<file path="config.mk">
export PLATFORM = sky130hd
export DESIGN_NAME = uart_top
export DESIGN_NICKNAME = d
export VERILOG_FILES = /design/src/source/uart_pkg.sv /design/src/source/uart_top.sv /design/src/source/uart_rx.sv /design/src/source/uart_tx.sv /design/src/source/uart_baud_gen.sv /design/src/source/uart_fifo.sv
export VERILOG_INCLUDE_DIRS = /design/src /design/src/source
export SDC_FILE = /design/constraint.sdc
export NUM_CORES = 1
export LEC_CHECK = 0
export BUFFER_PORTS_ARGS = -buffer_cell sky130_fd_sc_hd__buf_2
export CELL_PAD_IN_SITES_DETAIL_PLACEMENT = 0
export CELL_PAD_IN_SITES_GLOBAL_PLACEMENT = 2
export CORE_ASPECT_RATIO = 0.6
export CORE_MARGIN = 1
export CORE_UTILIZATION = 52
export CTS_CLUSTER_DIAMETER = 60
export DETAILED_ROUTE_END_ITERATION = 16
export HOLD_SLACK_MARGIN = 0.02
export PLACE_DENSITY = 0.83
export RECOVER_POWER = 50
export SLEW_MARGIN = 0
export SYNTH_ARGS = -nofsm -noshare
export SYNTH_HDL_FRONTEND = slang
export SYNTH_SLANG_ARGS = --single-unit
</file>
<file path="constraint.sdc">
create_clock -name clk_i -period 7 [get_ports clk_i]
set_input_delay 0 -clock clk_i [delete_from_list [all_inputs] [get_ports clk_i]]
set_output_delay 0 -clock clk_i [all_outputs]
set_load 0.005 [all_outputs]
</file>
<file path="src/source/uart_params.svh">
/* Build-time sizes for the UART. Both FIFO depths must fit the level type in uart_pkg,
   and the oversampling rate must be a power of two */
`ifndef UART_PARAMS_SVH
`define UART_PARAMS_SVH

// Width of the fractional baud increment
`define UART_NCO_W 16

// FIFO depths in characters
`define UART_TX_DEPTH 32
`define UART_RX_DEPTH 32

// Baud ticks per bit on the line
`define UART_OVERSAMPLE 16

// Data bits per character, sent LSB first
`define UART_CHAR_W 8

`endif
</file>
<file path="src/source/uart_pkg.sv">
/* Types shared by the UART blocks and the testbench.
   The level type holds the larger FIFO depth inclusive */
`default_nettype none

`include "uart_params.svh"

package uart_pkg;

  // One character on the line
  typedef logic [`UART_CHAR_W-1:0] uart_byte_t;

  // Baud increment added per enabled cycle
  typedef logic [`UART_NCO_W-1:0] uart_nco_t;

  // FIFO fill level, 0 up to full
  typedef logic [$clog2(((`UART_TX_DEPTH > `UART_RX_DEPTH) ?
                         `UART_TX_DEPTH : `UART_RX_DEPTH) + 1)-1:0] uart_lvl_t;

  // Receiver frame position
  typedef enum logic [2:0] {
    IDLE,
    START,
    DATA,
    PARITY,
    STOP
  } uart_rx_state_e;

endpackage

`default_nettype wire

</file>
<file path="src/source/uart_top.sv">
/* UART core with strobe host ports and no back-pressure. A write to a full TX FIFO
   and a byte received into a full RX FIFO are both lost */
`timescale 1ns/1ps
`default_nettype none

`include "uart_params.svh"

module uart_top (
  input  wire                  clk_i,
  input  wire                  rst_ni,
  input  wire uart_pkg::uart_nco_t nco_i,
  input  wire                  tx_en_i,
  input  wire                  rx_en_i,
  input  wire                  parity_en_i,
  input  wire                  parity_odd_i,
  input  wire                  nf_en_i,
  input  wire                  wvalid_i,
  input  wire uart_pkg::uart_byte_t wdata_i,
  output logic                 tx_full_o,
  output uart_pkg::uart_lvl_t  tx_lvl_o,
  output logic                 tx_idle_o,
  input  wire                  rready_i,
  output uart_pkg::uart_byte_t rdata_o,
  output logic                 rx_empty_o,
  output uart_pkg::uart_lvl_t  rx_lvl_o,
  output logic                 rx_idle_o,
  output logic                 rx_frame_err_o,
  output logic                 rx_parity_err_o,
  output logic                 rx_overflow_o,
  input  wire                  rx_i,
  output logic                 tx_o
);

  import uart_pkg::*;

  logic       tick_x16;
  logic       tx_fifo_wready;
  logic       tx_fifo_rvalid;
  logic       tx_fifo_pop;
  uart_byte_t tx_fifo_data;
  logic       tx_ser_idle;
  logic       rx_valid;
  uart_byte_t rx_data;
  logic       rx_fifo_wvalid;
  logic       rx_fifo_wready;
  logic       rx_fifo_rvalid;

  uart_baud_gen u_baud_gen (
    .clk_i,
    .rst_ni,
    .en_i       (tx_en_i | rx_en_i),
    .nco_i,
    .tick_x16_o (tick_x16)
  );

  ////////////////////////////////////////////////////////////
  // Transmit path
  ////////////////////////////////////////////////////////////

  uart_fifo #(
    .Depth (`UART_TX_DEPTH)
  ) u_tx_fifo (
    .clk_i,
    .rst_ni,
    .wvalid_i (wvalid_i),
    .wdata_i  (wdata_i),
    .wready_o (tx_fifo_wready),
    .rvalid_o (tx_fifo_rvalid),
    .rready_i (tx_fifo_pop),
    .rdata_o  (tx_fifo_data),
    .lvl_o    (tx_lvl_o)
  );

  // Start the next frame as soon as the serializer is free
  assign tx_fifo_pop = tx_ser_idle & tx_fifo_rvalid & tx_en_i;

  uart_tx u_tx (
    .clk_i,
    .rst_ni,
    .en_i         (tx_en_i),
    .tick_x16_i   (tick_x16),
    .parity_en_i,
    .parity_odd_i,
    .wr_i         (tx_fifo_pop),
    .wr_data_i    (tx_fifo_data),
    .idle_o       (tx_ser_idle),
    .tx_o
  );

  assign tx_full_o = ~tx_fifo_wready;
  assign tx_idle_o = tx_ser_idle & ~tx_fifo_rvalid;

  ////////////////////////////////////////////////////////////
  // Receive path
  ////////////////////////////////////////////////////////////

  uart_rx u_rx (
    .clk_i,
    .rst_ni,
    .en_i         (rx_en_i),
    .tick_x16_i   (tick_x16),
    .parity_en_i,
    .parity_odd_i,
    .nf_en_i,
    .rx_i,
    .valid_o      (rx_valid),
    .data_o       (rx_data),
    .frame_err_o  (rx_frame_err_o),
    .parity_err_o (rx_parity_err_o),
    .idle_o       (rx_idle_o)
  );

  // Bad frames never reach the FIFO
  assign rx_fifo_wvalid = rx_valid & ~rx_frame_err_o & ~rx_parity_err_o;
  assign rx_overflow_o  = rx_fifo_wvalid & ~rx_fifo_wready;

  uart_fifo #(
    .Depth (`UART_RX_DEPTH)
  ) u_rx_fifo (
    .clk_i,
    .rst_ni,
    .wvalid_i (rx_fifo_wvalid),
    .wdata_i  (rx_data),
    .wready_o (rx_fifo_wready),
    .rvalid_o (rx_fifo_rvalid),
    .rready_i (rready_i),
    .rdata_o  (rdata_o),
    .lvl_o    (rx_lvl_o)
  );

  assign rx_empty_o = ~rx_fifo_rvalid;

endmodule

`default_nettype wire

</file>
<file path="src/source/uart_rx.sv">
/* Frame receiver sampling mid-bit on the 16x tick. Error flags are valid only
   with valid_o; dropping en_i returns the receiver to IDLE */
`timescale 1ns/1ps
`default_nettype none

`include "uart_params.svh"

module uart_rx (
  input  wire                  clk_i,
  input  wire                  rst_ni,
  input  wire                  en_i,
  input  wire                  tick_x16_i,
  input  wire                  parity_en_i,
  input  wire                  parity_odd_i,
  input  wire                  nf_en_i,
  input  wire                  rx_i,
  output logic                 valid_o,
  output uart_pkg::uart_byte_t data_o,
  output logic                 frame_err_o,
  output logic                 parity_err_o,
  output logic                 idle_o
);

  import uart_pkg::*;

  localparam int unsigned TickW = $clog2(`UART_OVERSAMPLE);
  localparam int unsigned BitW  = $clog2(`UART_CHAR_W);

  logic           sync_meta_q;
  logic           sync_q;
  logic           samp_q1;
  logic           samp_q2;
  logic           rx_maj;
  logic           rx_in;
  logic           rx_in_q;
  logic           fall;
  logic           tick;
  logic           half_pt;
  logic           full_pt;
  uart_rx_state_e state_q;
  logic [TickW-1:0] tick_cnt_q;
  logic [BitW-1:0]  bit_idx_q;
  uart_byte_t     data_q;
  logic           par_err_q;

  //////////////////////////////////////////////////////////////
  // Line conditioning
  //////////////////////////////////////////////////////////////

  // Two-flop synchronizer plus two more samples for the filter
  always_ff @(posedge clk_i or negedge rst_ni) begin
    if (!rst_ni) begin
      sync_meta_q <= 1'b1;
      sync_q      <= 1'b1;
      samp_q1     <= 1'b1;
      samp_q2     <= 1'b1;
      rx_in_q     <= 1'b1;
    end else begin
      sync_meta_q <= rx_i;
      sync_q      <= sync_meta_q;
      samp_q1     <= sync_q;
      samp_q2     <= samp_q1;
      rx_in_q     <= rx_in;
    end
  end

  // Majority of three rejects single-cycle spikes
  assign rx_maj = (sync_q & samp_q1) | (sync_q & samp_q2) | (samp_q1 & samp_q2);
  assign rx_in  = nf_en_i ? rx_maj : sync_q;
  assign fall   = rx_in_q & ~rx_in;

  assign tick    = en_i & tick_x16_i;
  assign half_pt = (tick_cnt_q == TickW'(`UART_OVERSAMPLE / 2 - 1));
  assign full_pt = (tick_cnt_q == TickW'(`UART_OVERSAMPLE - 1));

  //////////////////////////////////////////////////////////////
  // Frame FSM
  //////////////////////////////////////////////////////////////

  always_ff @(posedge clk_i or negedge rst_ni) begin
    if (!rst_ni) begin
      state_q      <= IDLE;
      tick_cnt_q   <= '0;
      bit_idx_q    <= '0;
      par_err_q    <= 1'b0;
      valid_o      <= 1'b0;
      frame_err_o  <= 1'b0;
      parity_err_o <= 1'b0;
    end else begin
      valid_o      <= 1'b0;
      frame_err_o  <= 1'b0;
      parity_err_o <= 1'b0;
      if (!en_i) begin
        state_q <= IDLE;
      end else begin
        unique case (state_q)
          IDLE: begin
            if (fall) begin
              state_q    <= START;
              tick_cnt_q <= '0;
            end
          end
          START: begin
            if (tick) begin
              tick_cnt_q <= half_pt ? '0 : tick_cnt_q + 1'b1;
              // A high in the middle of the start bit was noise
              if (half_pt) begin
                state_q   <= rx_in ? IDLE : DATA;
                bit_idx_q <= '0;
                par_err_q <= 1'b0;
              end
            end
          end
          DATA: begin
            if (tick) begin
              tick_cnt_q <= full_pt ? '0 : tick_cnt_q + 1'b1;
              if (full_pt) begin
                bit_idx_q <= bit_idx_q + 1'b1;
                if (bit_idx_q == BitW'(`UART_CHAR_W - 1)) begin
                  state_q <= parity_en_i ? PARITY : STOP;
                end
              end
            end
          end
          PARITY: begin
            if (tick) begin
              tick_cnt_q <= full_pt ? '0 : tick_cnt_q + 1'b1;
              if (full_pt) begin
                par_err_q <= rx_in ^ (^data_q) ^ parity_odd_i;
                state_q   <= STOP;
              end
            end
          end
          STOP: begin
            if (tick) begin
              tick_cnt_q <= full_pt ? '0 : tick_cnt_q + 1'b1;
              if (full_pt) begin
                valid_o      <= 1'b1;
                frame_err_o  <= ~rx_in;
                parity_err_o <= par_err_q & parity_en_i;
                state_q      <= IDLE;
              end
            end
          end
          default: state_q <= IDLE;
        endcase
      end
    end
  end

  // Data bits arrive LSB first
  always_ff @(posedge clk_i) begin
    if (state_q == DATA && tick && full_pt) begin
      data_q <= {rx_in, data_q[`UART_CHAR_W-1:1]};
    end
  end

  assign data_o = data_q;
  assign idle_o = (state_q == IDLE);

endmodule

`default_nettype wire

</file>
<file path="src/source/uart_tx.sv">
/* Frame serializer for start, data LSB first, optional parity and one stop bit.
   wr_i is only taken while idle; a frame pauses while en_i is low */
`timescale 1ns/1ps
`default_nettype none

`include "uart_params.svh"

module uart_tx (
  input  wire                  clk_i,
  input  wire                  rst_ni,
  input  wire                  en_i,
  input  wire                  tick_x16_i,
  input  wire                  parity_en_i,
  input  wire                  parity_odd_i,
  input  wire                  wr_i,
  input  wire uart_pkg::uart_byte_t wr_data_i,
  output logic                 idle_o,
  output logic                 tx_o
);

  localparam int unsigned TickW  = $clog2(`UART_OVERSAMPLE);
  localparam int unsigned FrameW = `UART_CHAR_W + 3;
  localparam int unsigned CntW   = $clog2(FrameW + 1);

  logic [FrameW-1:0] sreg_q;
  logic [CntW-1:0]   bits_q;
  logic [TickW-1:0]  tick_cnt_q;
  logic              busy;
  logic              load;
  logic              bit_end;
  logic              parity;
  logic              ser;

  // Even parity makes the ones count even and odd mode inverts it
  assign parity = (^wr_data_i) ^ parity_odd_i;

  assign busy    = (bits_q != '0);
  assign load    = wr_i & ~busy;
  assign bit_end = en_i & tick_x16_i & (tick_cnt_q == TickW'(`UART_OVERSAMPLE - 1));
  assign ser     = busy ? sreg_q[0] : 1'b1;
  assign idle_o  = ~busy;

  //////////////////////////////////////////////////////////////
  // Bit timing
  //////////////////////////////////////////////////////////////

  always_ff @(posedge clk_i or negedge rst_ni) begin
    if (!rst_ni) begin
      bits_q     <= '0;
      tick_cnt_q <= '0;
    end else if (load) begin
      // Without parity the stop bit goes out from the parity slot
      bits_q     <= parity_en_i ? CntW'(FrameW) : CntW'(FrameW - 1);
      tick_cnt_q <= '0;
    end else if (busy && en_i && tick_x16_i) begin
      tick_cnt_q <= bit_end ? '0 : tick_cnt_q + 1'b1;
      if (bit_end) begin
        bits_q <= bits_q - 1'b1;
      end
    end
  end

  // Frame shift register with the LSB out first
  always_ff @(posedge clk_i) begin
    if (load) begin
      sreg_q <= {1'b1, (parity_en_i ? parity : 1'b1), wr_data_i, 1'b0};
    end else if (busy && bit_end) begin
      sreg_q <= {1'b1, sreg_q[FrameW-1:1]};
    end
  end

  // Line flop that idles high
  always_ff @(posedge clk_i or negedge rst_ni) begin
    if (!rst_ni) begin
      tx_o <= 1'b1;
    end else begin
      tx_o <= ser;
    end
  end

endmodule

`default_nettype wire

</file>
<file path="src/source/uart_baud_gen.sv">
/* Fractional 16x baud tick at f_clk * nco_i / 2^UART_NCO_W.
   The tick is the registered carry, so it lags the add by one cycle */
`timescale 1ns/1ps
`default_nettype none

`include "uart_params.svh"

module uart_baud_gen (
  input  wire                  clk_i,
  input  wire                  rst_ni,
  input  wire                  en_i,
  input  wire uart_pkg::uart_nco_t nco_i,
  output logic                 tick_x16_o
);

  // Top bit holds the carry of the last add
  logic [`UART_NCO_W:0] acc_q;

  always_ff @(posedge clk_i or negedge rst_ni) begin
    if (!rst_ni) begin
      acc_q <= '0;
    end else if (en_i) begin
      acc_q <= {1'b0, acc_q[`UART_NCO_W-1:0]} + {1'b0, nco_i};
    end else begin
      // Hold the phase but drop a pending tick
      acc_q[`UART_NCO_W] <= 1'b0;
    end
  end

  assign tick_x16_o = acc_q[`UART_NCO_W];

endmodule

`default_nettype wire

</file>
<file path="src/source/uart_fifo.sv">
/* Single-clock byte FIFO, head shown combinationally while rvalid_o is high.
   A push while full is dropped; Depth must not exceed what uart_lvl_t can count */
`timescale 1ns/1ps
`default_nettype none

module uart_fifo #(
  parameter int unsigned Depth = 32
) (
  input  wire                  clk_i,
  input  wire                  rst_ni,
  input  wire                  wvalid_i,
  input  wire uart_pkg::uart_byte_t wdata_i,
  output logic                 wready_o,
  output logic                 rvalid_o,
  input  wire                  rready_i,
  output uart_pkg::uart_byte_t rdata_o,
  output uart_pkg::uart_lvl_t  lvl_o
);

  import uart_pkg::*;

  localparam int unsigned PtrW = (Depth > 1) ? $clog2(Depth) : 1;

  uart_byte_t      mem [Depth];
  logic [PtrW-1:0] wptr_q;
  logic [PtrW-1:0] rptr_q;
  uart_lvl_t       lvl_q;
  logic            push;
  logic            pop;

  assign wready_o = (lvl_q != uart_lvl_t'(Depth));
  assign rvalid_o = (lvl_q != '0);
  assign push     = wvalid_i & wready_o;
  assign pop      = rready_i & rvalid_o;

  assign rdata_o = mem[rptr_q];
  assign lvl_o   = lvl_q;

  //////////////////////////////////////////////////////////////
  // Pointers and level
  //////////////////////////////////////////////////////////////

  always_ff @(posedge clk_i or negedge rst_ni) begin
    if (!rst_ni) begin
      wptr_q <= '0;
      rptr_q <= '0;
      lvl_q  <= '0;
    end else begin
      if (push) begin
        wptr_q <= (wptr_q == PtrW'(Depth - 1)) ? '0 : wptr_q + 1'b1;
      end
      if (pop) begin
        rptr_q <= (rptr_q == PtrW'(Depth - 1)) ? '0 : rptr_q + 1'b1;
      end
      // Push and pop together leave the level unchanged
      if (push && !pop) begin
        lvl_q <= lvl_q + 1'b1;
      end else if (pop && !push) begin
        lvl_q <= lvl_q - 1'b1;
      end
    end
  end

  // Storage
  always_ff @(posedge clk_i) begin
    if (push) begin
      mem[wptr_q] <= wdata_i;
    end
  end

endmodule

`default_nettype wire

</file>
* After elaboration in Yosys (flattened, before gate mapping)
Memory sizes are Yosys's and may differ from the RTL's.
Cells that the tools add are included.
** Cells by class
- Reductions and logical operators :: 33
- Shift operators :: 0
- Div/mod/pow operators :: 0
- $lt $le $gt $ge :: 0
- Muxes and demuxes :: 67
- Add/sub/neg operators :: 13
- Bitwise operators :: 33
- Eq/ne operators :: 32
- Multiply operators :: 0
** Operator list (count)
- $mux W3 :: 16
- $mux W4 :: 11
- $ne A3 B2 Y1 const B :: 10
- $mux W1 :: 25
- $mux W6 :: 4
- $add A5 B1 Y5 const B :: 4
- $eq A5 B5 Y1 const B :: 4
- $mux W10 :: 2
- $mux W5 :: 4
- $and A1 B1 Y1 :: 19
- $add A16 B16 Y17 :: 1
- $ne A2 B1 Y1 const B :: 8
- $reduce_xor A8 Y1 :: 2
- $pmux W3 S5 :: 1
- $reduce_bool A2 Y1 :: 7
- $add A6 B1 Y6 const B :: 2
- $ne A6 B6 Y1 const B :: 2
- $pmux W4 S3 :: 1
- $reduce_and A6 Y1 :: 2
- $reduce_bool A6 Y1 :: 2
- $sub A6 B1 Y6 const B :: 2
- $reduce_and A10 Y1 :: 1
- $logic_and A1 B1 Y1 :: 9
- $add A4 B1 Y4 const B :: 2
- 20 further kinds :: 37
** Storage, ports and cells
- Input bits :: 34
- Latch bits :: 0
- Register bits :: 95
- Memories :: 2
- Logic and storage cells :: 206
- Bits in read-only memories :: 0
- Output and inout port bits :: 28
- Bits in writable memories :: 512
** Memory list
- u_rx_fifo.mem :: words 32, width 8, read ports 1, clocked after Yosys merged registers in 0, wr ports 1, line uart_fifo.sv:24 : uart_byte_t mem [Depth];
- u_tx_fifo.mem :: words 32, width 8, read ports 1, clocked after Yosys merged registers in 0, wr ports 1, line uart_fifo.sv:24

* Longest topological paths before layout
Gate-level depths: netlist (run 1).
- Word-level depth :: 9
- Mapped depth :: 16
- Gate-level depth less buffers :: 15

* Modules after synthesis
Synthesis (run 1) repeated with hierarchy kept, for this count alone.
** Second synthesis, totals
- Cell total of the unflattened synthesis :: 1526
- Area, all modules :: 25887.3 um^2
** By module, submodules not included
- uart_fifo (u_tx_fifo) :: instances 1, cells each 579, area an instance 11005.6 um^2, seq. area each 8087.8 um^2
- uart_fifo (u_rx_fifo) :: instances 1, cells each 581, area an instance 11003.1 um^2, seq. area each 8087.8 um^2
- uart_baud_gen :: instances 1, cells each 165, area an instance 1468.9 um^2, seq. area each 425.4 um^2
- uart_rx :: instances 1, cells each 113, area an instance 1310.0 um^2, seq. area each 721.9 um^2
- uart_tx :: instances 1, cells each 81, area an instance 1051.0 um^2, seq. area each 516.7 um^2
- uart_top :: instances 1, cells each 7, area an instance 48.8 um^2, seq. area each 0.0 um^2

* Least setup slack after synthesis (run 1)
Ideal clock, no wire load.
- Path kind :: reg2reg
- From :: register u_tx_fifo.lvl_q[0], in the netlist u_tx_fifo.lvl_o[0]
- To :: register u_tx_fifo.lvl_q[5], in the netlist u_tx_fifo.lvl_o[5]
- Path slack :: 3.809 ns
- Path buffers :: 2
- Data required time :: 6.874 ns
- Period minus slack after synthesis :: 3.191 ns
- Data arrival time :: 3.064 ns
- Library setup time :: 0.126 ns
- Stages on the path, launching flop included :: 17
- Path through :: dfrtp_1 nor3_1 nand2_1 o2111a_1 clkbuf_1 clkinv_1 clkbuf_1 ha_1 inv_1 ha_1 a21o_1 a21oi_1 o21bai_1 a21oi_1 xnor2_1 nor2_1 xor2_1
** On the way
- Longest elaborated chain between the ends :: 7
- Elaborated cells on any way between the ends :: 15
- Those cells by class :: add/sub: 2; eq/ne: 1; mux: 2; bitwise: 4; reduce/logical: 6
** RTL lines
- start: declaration :: line uart_fifo.sv:27 : uart_lvl_t lvl_q;
- start signal: assignment :: line uart_fifo.sv:57 : lvl_q <= lvl_q + 1'b1;
- start signal: assignment :: line uart_fifo.sv:59 : lvl_q <= lvl_q - 1'b1;
- parallel branches: the longest is 7 deep, another holds $sub A6 B1 Y6
Parallel ways; which one is timed is not known. The select of a mux whose other input is x is not followed.
A chain may end at the register's enable or synchronous reset.

* Worst setup path in the final report (run 1)
- From :: register u_tx_fifo.rptr_q[0]
- To :: register u_tx.sreg_q[9], data pin
** On the way
- Longest elaborated chain between the ends :: 5
** RTL lines
- start: declaration :: line uart_fifo.sv:26 : logic [PtrW-1:0] rptr_q;
- start signal: assignment :: line uart_fifo.sv:53 : rptr_q <= (rptr_q == PtrW'(Depth - 1)) ? '0 : rptr_q + 1'b1;
- $mem_v2 Z32 W8
- $reduce_xor A8 Y1 :: line uart_tx.sv:35 : assign parity = (^wr_data_i) ^ parity_odd_i;
- $xor A1 B1 Y1 :: line uart_tx.sv:35
- $mux W1 :: line uart_tx.sv:66 : sreg_q <= {1'b1, (parity_en_i ? parity : 1'b1), wr_data_i, 1'b0};
- $mux W10 :: line uart_tx.sv:65 : if (load) begin
- end signal: assignment :: line uart_tx.sv:66
- end signal: assignment :: line uart_tx.sv:68 : sreg_q <= {1'b1, sreg_q[FrameW-1:1]};
- end: declaration :: line uart_tx.sv:25 : logic [FrameW-1:0] sreg_q;
Every way passes these cells.

==> results of run 1 <==
==> placed cells by master (no fill, tap or decap), drive strengths merged, types with 11 or more instances in the layout <==
cell and instances:
and3 16, nand3b 11, dfrtp 71, nor2 104
nor3 14, ha 46, buf 52, clkinv 30
dlygate4sd3 36, clkbuf 95, mux2i 18, xnor2 25
o21ai 53, nand2 89, mux2 20, nand3 21
a21oi 33, mux4 146, inv 22, xor2 14
edfxtp 529
==> report_power, final <==
part	internal (mW)	switching, mW	total [mW]	leakage, nW
Combinational	0.865	0.893	1.76	2.76
Clock	1.78	1.32	3.11	0.915
Sequential	4.12	0.243	4.37	5.73
Total	6.77	2.46	9.23	9.41
==> worst min-delay path: cells and delay by family <==
kind	cells	cell delay, ps
AOI/OAI and AO/OA	2	270
adders and majority gates	1	220
buffers and inverters	1	90
==> sequential cells by signal, indices dropped and copies added, names as in the netlist, 5 cells and up <==
| signal | cells |
|---|---|
| u_rx_fifo.mem | 256 |
| u_tx_fifo.mem | 256 |
| u_baud_gen.acc_q | 17 |
| u_tx.sreg_q | 10 |
| u_rx.data_o | 8 |
| u_rx_fifo.lvl_o | 6 |
| u_tx_fifo.lvl_o | 6 |
| u_rx_fifo.rptr_q | 5 |
| u_rx_fifo.wptr_q | 5 |
| u_tx_fifo.rptr_q | 5 |
| u_tx_fifo.wptr_q | 5 |
==> layer usage <==
metal	routed length (um)	part of all wire (%)	vias up	track usage, %
met4	906	1.6	0	4.35
met1	27000	48	6771	38.3
li1	-	-	5797	-
met5	0	0	-	0
met2	22500	40	523	30.9
met3	5650	10	90	6.60
==> per-stage QoR <==
| step | hold WS [ps] | util [%] | power, mW | setup WS, ps | instances |
|---|---|---|---|---|---|
| 3_3_place_gp | -1.17 | 55.6 | 6.13 | 3000 | 2051 |
| 6_report | 30.8 | 60.2 | 9.23 | 3000 | 2190 |
| 5_1_grt | 45.5 | 60.2 | 9.64 | 2700 | 2190 |
| 3_5_place_dp | -4.51 | 55.6 | 6.16 | 2960 | 2051 |
| 4_1_cts | 22.1 | 60.4 | 9.28 | 2940 | 2190 |
| 2_1_floorplan | -296 | - | 5.68 | 3810 | 1399 |
==> cells by family after synthesis <==
group	synth area share [%]
DFF	70.9
and+or+nand+nor	5.22
muxes	14.7
AOI/OAI and AO/OA	3.60
buffers and inverters	1.42
adders and majority gates	2.53
xor gates and xnor gates	1.54
==> path summary, 6_finish.rpt <==
path	from	endpoint	slack, ps	depth (start not counted)
min in group asynchronous	rst_ni	u_rx.sync_meta_q$_DFF_PN1_	690	3
worst min register to register	u_rx.sync_meta_q$_DFF_PN1_	u_rx.sync_q$_DFF_PN1_	360	0
worst max register to register	u_tx_fifo.rptr_q[0]$_DFFE_PN0P_	u_tx.sreg_q[9]$_DFFE_PP_	3000	8
worst max-delay path	u_tx_fifo.rptr_q[0]$_DFFE_PN0P_	u_tx.sreg_q[9]$_DFFE_PP_	3000	8
max in group asynchronous	rst_ni	u_rx_fifo.rptr_q[0]$_DFFE_PN0P_	3300	4
worst min-delay path	nco_i[14]	u_baud_gen.acc_q[14]$_DFFE_PN0P_	30	4
==> area by class of cell <==
cell class | count | area, sq um
tap | 630 | 788
timing repair buffer | 119 | 767
fill | 3489 | 18700
inverter | 23 | 86.3
sequential | 607 | 17800
multi-input combinational | 709 | 6960
clock inverter | 38 | 414
clock buffer | 64 | 1450
==> repair_timing <==
action | in CTS | in global routing
setup buffers | 0 | 0
hold buffers | 37 | 0
hold endpoints to repair | 324 | 0
==> impl_metrics.json, run 1 <==
{
  "outcome": "complete, but fails checks",
  "violations": "capacitance limit, slew limit",
  "critPathTopFamily": "multiplexers",
  "layout_worst_path_cycle_share_pct": 57.1,
  "critPathRequiredTime_ps": 7330,
  "core_sq_mm": 0.0470,
  "cts_buffer_depth": 3,
  "routed_wl_mm": 56.1,
  "yosysMostFrequentCell": "edfxtp_1",
  "grt_overflow": 0,
  "tns_ps": 0,
  "fin_nets": 1598,
  "cts.sink_count": 607,
  "p_per_area_mw_per_mm2": 326,
  "synth_top_area_share_pct": 63.2,
  "worst_slew_pin_slew_ps": 2740,
  "p_leak_nw": 9.41,
  "area_growth_pct": 12.6,
  "cts_max_level": 2,
  "critical-path-max-stage-delay_ps": 920,
  "die_h_um": 172,
  "crit_arrival_ps": 4330,
  "diodes": 0,
  "path_cells": "buf_4 -> mux4_1 -> mux4_2 -> mux2i_1 -> xnor3_1 -> xnor2_1 -> xnor3_1 -> o21a_1",
  "yosysSeqAreaShare_pct": 70.9,
  "yosys_warnings": 0,
  "synthTopCellsByCount": "edfxtp_1, mux4_2, nor2_1",
  "period_needed_ps": 4000,
  "hold_path.class": "in -> reg",
  "path_buf_inv": 1,
  "numCtsBuffers": 55,
  "portBuffers": 61,
  "dpl_cell_area_sq_mm": 0.0261,
  "track_usage_pct": 23.4,
  "cp_slowest_cell": "dfrtp_4",
  "grt_first_pass_wirelength_mm": 83.6,
  "routed_via_density": 6.02,
  "postSynthAreaPerCell_sq_um": 18.0,
  "finalHoldViolations": 0,
  "first_global_vias": 12900,
  "maxCapViolCount": 16,
  "grt_max_degree": 68,
  "synth_edf_count": 529,
  "gp_congestion": 0.832,
  "critPathMostFrequentCell": "xnor3_1",
  "ys_ff_latch": 607,
  "cts_tree": "built",
  "cp-end-kind": "flop",
  "max_slew_margin_pct": -82.8,
  "ys_async_sr_fraction_pct": 12.7,
  "synth_area_leader_cell": "edfxtp_1",
  "dp.final_hpwl_mm": 36.5,
  "ios": 62,
  "drive_above_1_share_pct": 20.1,
  "drcViolationCount": 0,
  "final_area_sq_mm": 0.0283,
  "drtIter0Drc": 1260,
  "antenna_found_initial": 0,
  "initial_core_util_pct": 53.5,
  "syn_nets": 1482,
  "crit_type": "reg -> reg",
  "ir_drop_mv": 0.194,
  "path_clk_slew_ps": 60,
  "finalMaxSlewViolations": 544,
  "cts_resized": 0,
  "die_area_sq_mm": 0.0493,
  "rsz0062_at_grt": "false",
  "start_kind": "flop",
  "ant_nets": 0,
  "mappedNetlistArea_sq_mm": 0.0251,
  "yosys_most_used_dff": "edfxtp_1",
  "routed-via-count": 13200,
  "crit_fanout": 41,
  "drt_pass1_iterations": 5,
  "fin_skew_ps": 17.7,
  "yosysUniqueCellTypes": 62,
  "cts_root_buffer": "clkbuf_16",
  "num_rows": 61,
  "finalSetupViolCount": 0,
  "insertion_delay_ps": 590,
  "clock.fmax_mhz": 250,
  "synth.area.top_cells": "edfxtp_1, mux4_2, dfrtp_1",
  "wl_per_cell_um": 25.6,
  "netlist_instances": 1399,
  "dieWidth_um": 286
}
Power figures use the tool's default switching activity.
==> run 2: changes to the inputs <==
--- a/config.mk
+++ b/config.mk
@@ -11,11 +11,11 @@
 export CELL_PAD_IN_SITES_GLOBAL_PLACEMENT = 2
 export CORE_ASPECT_RATIO = 0.6
 export CORE_MARGIN = 1
-export CORE_UTILIZATION = 52
+export CORE_UTILIZATION = 48
 export CTS_CLUSTER_DIAMETER = 60
 export DETAILED_ROUTE_END_ITERATION = 16
 export HOLD_SLACK_MARGIN = 0.02
-export PLACE_DENSITY = 0.83
+export PLACE_DENSITY = 0.77
 export RECOVER_POWER = 50
 export SLEW_MARGIN = 0
 export SYNTH_ARGS = -nofsm -noshare
==> constraint.sdc (replaced) <==
create_clock -name clk_i -period 4 [get_ports clk_i]
set_input_delay 0 -clock clk_i [delete_from_list [all_inputs] [get_ports clk_i]]
set_output_delay 0 -clock clk_i [all_outputs]
set_load 0.005 [all_outputs]
==> run 2 against run 1 <==
The flow still finishes with violations (capacitance limit, slew limit). Non-clock buffer count up 20. Clock-buffer cell count up 8. Flip-flop and latch count unchanged. Worst setup slack worse by 2700 ps. Via count up 0.60%. Register-to-register slack worse by 2700 ps. Sequential power up 74%. Combinational power up 87%. Utilization down 4.4 points. Routed wire length up 3.9%. Cell count up 4.0%. Global-route usage down 1.1 points.
==> impl_metrics.json, run 2 (synthesized netlist as in run 1, its figures left out) <==
{
  "crit_arrival_ps": 4120,
  "cts_tree": "built",
  "power.total_mw": 16.4,
  "initial_core_util_pct": 49.0,
  "drcViolationCount": 0,
  "stdcell_count": 2277,
  "worstRegToRegCells": 12,
  "final_cell_mix": "edfxtp_1, mux4_2, nor2_1",
  "wl_per_cell_um": 25.6,
  "ant_nets": 0,
  "outcome": "complete, but fails checks",
  "violations": "capacitance limit, slew limit",
  "cp-startpoint": "u_baud_gen.acc_q[0]$_DFFE_PN0P_",
  "post-place-ws_ps": 554,
  "ir_drop_mv": 0.401,
  "grt_first_pass_wirelength_mm": 86.4,
  "p_per_area_mw_per_mm2": 573,
  "finalMaxSlewViolations": 464,
  "drive_above_1_share_pct": 21.3,
  "worst_slew_pin_slew_ps": 1780,
  "crit_type": "reg -> reg",
  "grt_max_degree": 68,
  "insertion_delay_ps": 610,
  "die_area_sq_mm": 0.0533,
  "routed-via-count": 13300,
  "layout_worst_path_cycle_share_pct": 91.4,
  "drtIter0Drc": 1462,
  "start_kind": "flop",
  "cp-end-kind": "flop",
  "drt_pass1_iterations": 6,
  "fin_skew_ps": 34.6,
  "cts_root_buffer": "clkbuf_16",
  "postLayoutCoreUtil_pct": 55.8,
  "final_common_cell": "edfxtp_1",
  "r2r_end": "u_baud_gen.acc_q[10]$_DFFE_PN0P_",
  "finalSetupViolCount": 0,
  "p_leak_nw": 9.53,
  "routed_wl_mm": 58.3,
  "area_growth_pct": 14.0,
  "finalHoldViolations": 0,
  "regToRegStartpoint": "u_baud_gen.acc_q[0]$_DFFE_PN0P_",
  "hold_path.class": "in -> reg",
  "max_slew_margin_pct": -18.6,
  "crit_fanout": 3,
  "dieWidth_um": 297,
  "r2r_setup_slack_ps": 340,
  "gp_congestion": 0.846,
  "grt_overflow": 0,
  "first_global_vias": 13100,
  "cts.sink_count": 607,
  "antenna_found_initial": 1,
  "routed_via_density": 5.82,
  "reg_top3": "u_rx_fifo.mem x256, u_tx_fifo.mem x256, u_baud_gen.acc_q x17",
  "diodes": 0,
  "core_sq_mm": 0.0513,
  "num_rows": 64,
  "numCtsBuffers": 57,
  "fill_cells": 3932,
  "maxCapViolCount": 13,
  "ios": 62,
  "critPathRequiredTime_ps": 4470,
  "crit_end": "u_baud_gen.acc_q[10]$_DFFE_PN0P_",
  "portBuffers": 61,
  "path_clk_slew_ps": 60,
  "rsz0062_at_grt": "false",
  "fin_ws_ps": 344,
  "cts_buffer_depth": 3,
  "period_needed_ps": 3660,
  "track_usage_pct": 22.3,
  "die_h_um": 179,
  "fin_nets": 1620,
  "dp.final_hpwl_mm": 38.4,
  "cts_max_level": 2,
  "clock.fmax_mhz": 274,
  "dpl.cell_count": 2132,
  "tns_ps": 0
}
[run 2: cell count changes in the layout (fill, tap and decap cells not counted), moves of 2 or more]
| cell | delta |
|---|---|
| dlygate4sd3_1 | +3 |
| clkbuf_8 | -2 |
| clkinvlp_4 | +5 |
| clkinv_4 | -2 |
| buf_2 | +2 |
| clkinv_1 | -5 |
| clkinv_2 | -2 |
| clkbuf_16 | +2 |
| clkbuf_1 | +2 |
| buf_4 | +16 |
| buf_12 | +4 |
[run 2: final cells by class]
type	instances	area, sq um	share of cell area (%)
clock inverter	34	398	1.39
inverter	23	86.3	0.301
timing repair buffer	139	990	3.45
clock buffer	72	1500	5.25
sequential	607	17800	62.3
tap	693	867	3.03
multi-input combinational	709	6960	24.3
[run 2: worst max-delay path, stage by stage (launching register included)]
cell and delay (ps):
dfrtp_1 380, ha_1 210, fa_1 400, a21o_1 170
a21oi_1 230, o21bai_1 120, a21oi_2 220, o21ai_0 200
a21o_1 220, a211oi_1 210, dlygate4sd3_1 560, o21ai_0 70
dlygate4sd3_1 550
[run 2: power breakdown]
group | total [mW] | leakage [nW] | switching [mW] | internal, mW
Combinational | 3.29 | 2.90 | 1.66 | 1.62
Clock | 5.51 | 0.906 | 2.38 | 3.13
Sequential | 7.61 | 5.73 | 0.398 | 7.22
Total | 16.4 | 9.53 | 4.44 | 12.0
[run 2: metrics by stage]
| step | area [sq um] | hold slack [ps] |
|---|---|---|
| after global routing | 28700 | 60.7 |
| after floorplan | 25100 | -296 |
| after CTS | 28700 | 24.0 |
| after detailed placement | 26400 | 108 |
| after global placement | 26400 | 107 |
| final | 28700 | 43.6 |
[run 2: metal layers]
metal	GRT usage, %	part of all wire, %
met1	37.2	49
met2	28.7	40
met3	6.30	10
met4	3.31	0.90
met5	0	0
[run 2: worst min path at each step]
stage,from,to,cells past startpoint
after floorplan,rst_ni,u_baud_gen.acc_q[0]$_DFFE_PN0P_,0
after global placement,rx_i,u_rx.sync_meta_q$_DFF_PN1_,1
after detailed placement,rx_i,u_rx.sync_meta_q$_DFF_PN1_,1
after CTS,rx_i,u_rx.sync_meta_q$_DFF_PN1_,2
after global routing,rx_i,u_rx.sync_meta_q$_DFF_PN1_,2
final,nco_i[14],u_baud_gen.acc_q[14]$_DFFE_PN0P_,4
[run 2: repair_timing]
item	4_1_cts	5_1_grt
setup endpoints to repair	0	1
resized for setup	0	1
hold buffers	39	0
hold endpoints to repair	328	0
setup buffers	0	0
==> run 3: changes to the inputs <==
--- a/config.mk
+++ b/config.mk
@@ -15,6 +15,7 @@
 export CTS_CLUSTER_DIAMETER = 60
 export DETAILED_ROUTE_END_ITERATION = 16
 export HOLD_SLACK_MARGIN = 0.02
+export MAX_ROUTING_LAYER = met4
 export PLACE_DENSITY = 0.77
 export RECOVER_POWER = 50
 export SLEW_MARGIN = 0
==> run 3 against run 2 <==
The flow still finishes with violations (capacitance limit, slew limit). Hold slack improved by 5.4 ps. Non-clock buffer count did not move. Clock-buffer cell count did not move. Total power barely moved. Sequential power barely moved. Largest power group unchanged.
==> impl_metrics.json, run 3 (synthesized netlist as in run 1, its figures left out) <==
{
  "fill_cells": 3932,
  "num_rows": 64,
  "worst_slew_pin_slew_ps": 1770,
  "cp_slowest_cell": "dlygate4sd3_1",
  "cts_tree": "built",
  "ir_drop_mv": 0.400,
  "drt_pass1_iterations": 5,
  "critPathTopFamily": "compound AO/OA/AOI/OAI gates",
  "initial_core_util_pct": 49.0,
  "layout_worst_path_cycle_share_pct": 91.3,
  "drcViolationCount": 0,
  "fin_skew_ps": 29.0,
  "wl_per_cell_um": 25.6,
  "final_cell_mix": "edfxtp_1, mux4_2, nor2_1",
  "gp_congestion": 0.859,
  "finalMaxSlewViolations": 464,
  "crit_arrival_ps": 4120,
  "cts_max_level": 2,
  "core_sq_mm": 0.0513,
  "p_sw_mw": 4.43,
  "regToRegStartpoint": "u_baud_gen.acc_q[0]$_DFFE_PN0P_",
  "seq_power_share_pct": 46.4,
  "period_needed_ps": 3650,
  "insertion_delay_ps": 600,
  "cts.sink_count": 607,
  "violations": "capacitance limit, slew limit",
  "drtIter0Drc": 1393,
  "clkPwrFrac_pct": 33.6,
  "dieWidth_um": 297,
  "crit_fanout": 3,
  "drive_above_1_share_pct": 21.3,
  "grt_first_pass_wirelength_mm": 86.4,
  "area_growth_pct": 14.0,
  "ant_nets": 0,
  "track_usage_pct": 23.0,
  "die_area_sq_mm": 0.0533,
  "critical-path-max-stage-delay_ps": 560,
  "cts_root_buffer": "clkbuf_16",
  "dp.final_hpwl_mm": 38.4,
  "r2r_end": "u_baud_gen.acc_q[10]$_DFFE_PN0P_",
  "routed-via-count": 13400,
  "p_leak_nw": 9.53,
  "finalSetupViolCount": 0,
  "switching_share_pct": 27.0,
  "path_buf_inv": 2,
  "path_clk_slew_ps": 60,
  "grt_max_degree": 68,
  "reg_top3": "u_rx_fifo.mem x256, u_tx_fifo.mem x256, u_baud_gen.acc_q x17",
  "fin_nets": 1620,
  "cp-end-kind": "flop",
  "die_h_um": 179,
  "first_global_vias": 13100,
  "p_per_area_mw_per_mm2": 573,
  "min_to": "u_baud_gen.acc_q[14]$_DFFE_PN0P_",
  "final_common_cell": "edfxtp_1",
  "portBuffers": 61,
  "diodes": 0,
  "tns_ps": 0,
  "hold_path.class": "in -> reg",
  "worstHoldPathCells": 4,
  "combPwrFrac_pct": 20.0,
  "worstRegToRegCells": 12,
  "routed_wl_mm": 58.3,
  "rsz0062_at_grt": "false",
  "path_cells": "ha_1 -> fa_1 -> a21o_1 -> a21oi_1 -> o21bai_1 -> a21oi_2 -> o21ai_0 -> a21o_1 -> a211oi_1 -> dlygate4sd3_1 -> o21ai_0 -> dlygate4sd3_1",
  "cts_buffer_depth": 3,
  "max_slew_margin_pct": -17.9,
  "critPathRequiredTime_ps": 4470,
  "r2r_setup_slack_ps": 350,
  "min_from": "nco_i[14]",
  "cts_setup_buffers": 0,
  "routed_via_density": 5.87,
  "maxCapViolCount": 13,
  "grt_overflow": 0,
  "numCtsBuffers": 57,
  "crit_type": "reg -> reg",
  "postLayoutCoreUtil_pct": 55.8,
  "outcome": "complete, but fails checks",
  "finalHoldViolations": 0,
  "antenna_found_initial": 1,
  "start_kind": "flop",
  "cp-startpoint": "u_baud_gen.acc_q[0]$_DFFE_PN0P_",
  "intPower_mw": 12.0,
  "clock.fmax_mhz": 274,
  "ios": 62
}
run 3: power by group through the flow:
stage | Sequential (mW) | Clock (mW) | Combinational [mW]
2_1_floorplan | 7.49 | 0 | 2.46
3_3_place_gp | 7.73 | 0 | 3.13
3_5_place_dp | 7.74 | 0 | 3.19
4_1_cts | 7.61 | 5.61 | 3.29
5_1_grt | 7.66 | 5.86 | 3.62
6_report | 7.61 | 5.51 | 3.28
run 3: how the worst max path moves through the flow:
stage	end	slack, ps	cells after the start
floorplan	u_tx_fifo.lvl_o[5]$_DFFE_PN0P_	810	16
global placement	u_tx.sreg_q[9]$_DFFE_PP_	580	8
detailed placement	u_tx.sreg_q[9]$_DFFE_PP_	550	8
CTS	u_baud_gen.acc_q[10]$_DFFE_PN0P_	250	12
global route	u_baud_gen.acc_q[10]$_DFFE_PN0P_	30	12
finish	u_baud_gen.acc_q[10]$_DFFE_PN0P_	350	12
run 3: area by class of cell:
class / count / area (sq um) / area share, %
repair buffers: 139 / 990 / 3.45
clock inverters: 34 / 398 / 1.39
flip-flops and latches: 607 / 17800 / 62.3
well taps: 693 / 867 / 3.03
multi-input cells: 709 / 6960 / 24.3
inverters: 23 / 86.3 / 0.301
clock buffers: 72 / 1500 / 5.25
run 3: per-stage QoR:
step	total power, mW	hold slack [ps]	worst slack, ps	cells	instance area (sq um)
final	16.4	48.9	346	2277	28700
after global routing	17.1	60.6	28.0	2277	28700
after CTS	16.5	24.0	250	2277	28700
after detailed placement	10.9	108	554	2132	26400
after global placement	10.9	107	580	2132	26400
after floorplan	9.94	-296	809	1399	25100
run 3: metal layers:
metal | vias to the layer above | global-route usage [%] | wire length, um
li1 | 5826 | - | -
met1 | 6984 | 37.3 | 28900
met2 | 499 | 28.7 | 23100
met3 | 57 | 6.14 | 5800
met4 | 0 | 3.31 | 508
met5 | - | - | 0
run 3: worst register-to-register path, delay by kind of cell, from the launching register on:
family	cells	cell delay (ps)
DFF	1	380
AOI/OAI and AO/OA	8	1440
buffers and inverters	2	1110
adders and majority gates	2	610
run 3: what timing repair did:
item / 4_1_cts / 5_1_grt
resized for setup: 0 / 1
hold buffers: 39 / 0
endpoints found under the hold margin: 328 / 0
endpoints found under the setup margin: 0 / 1
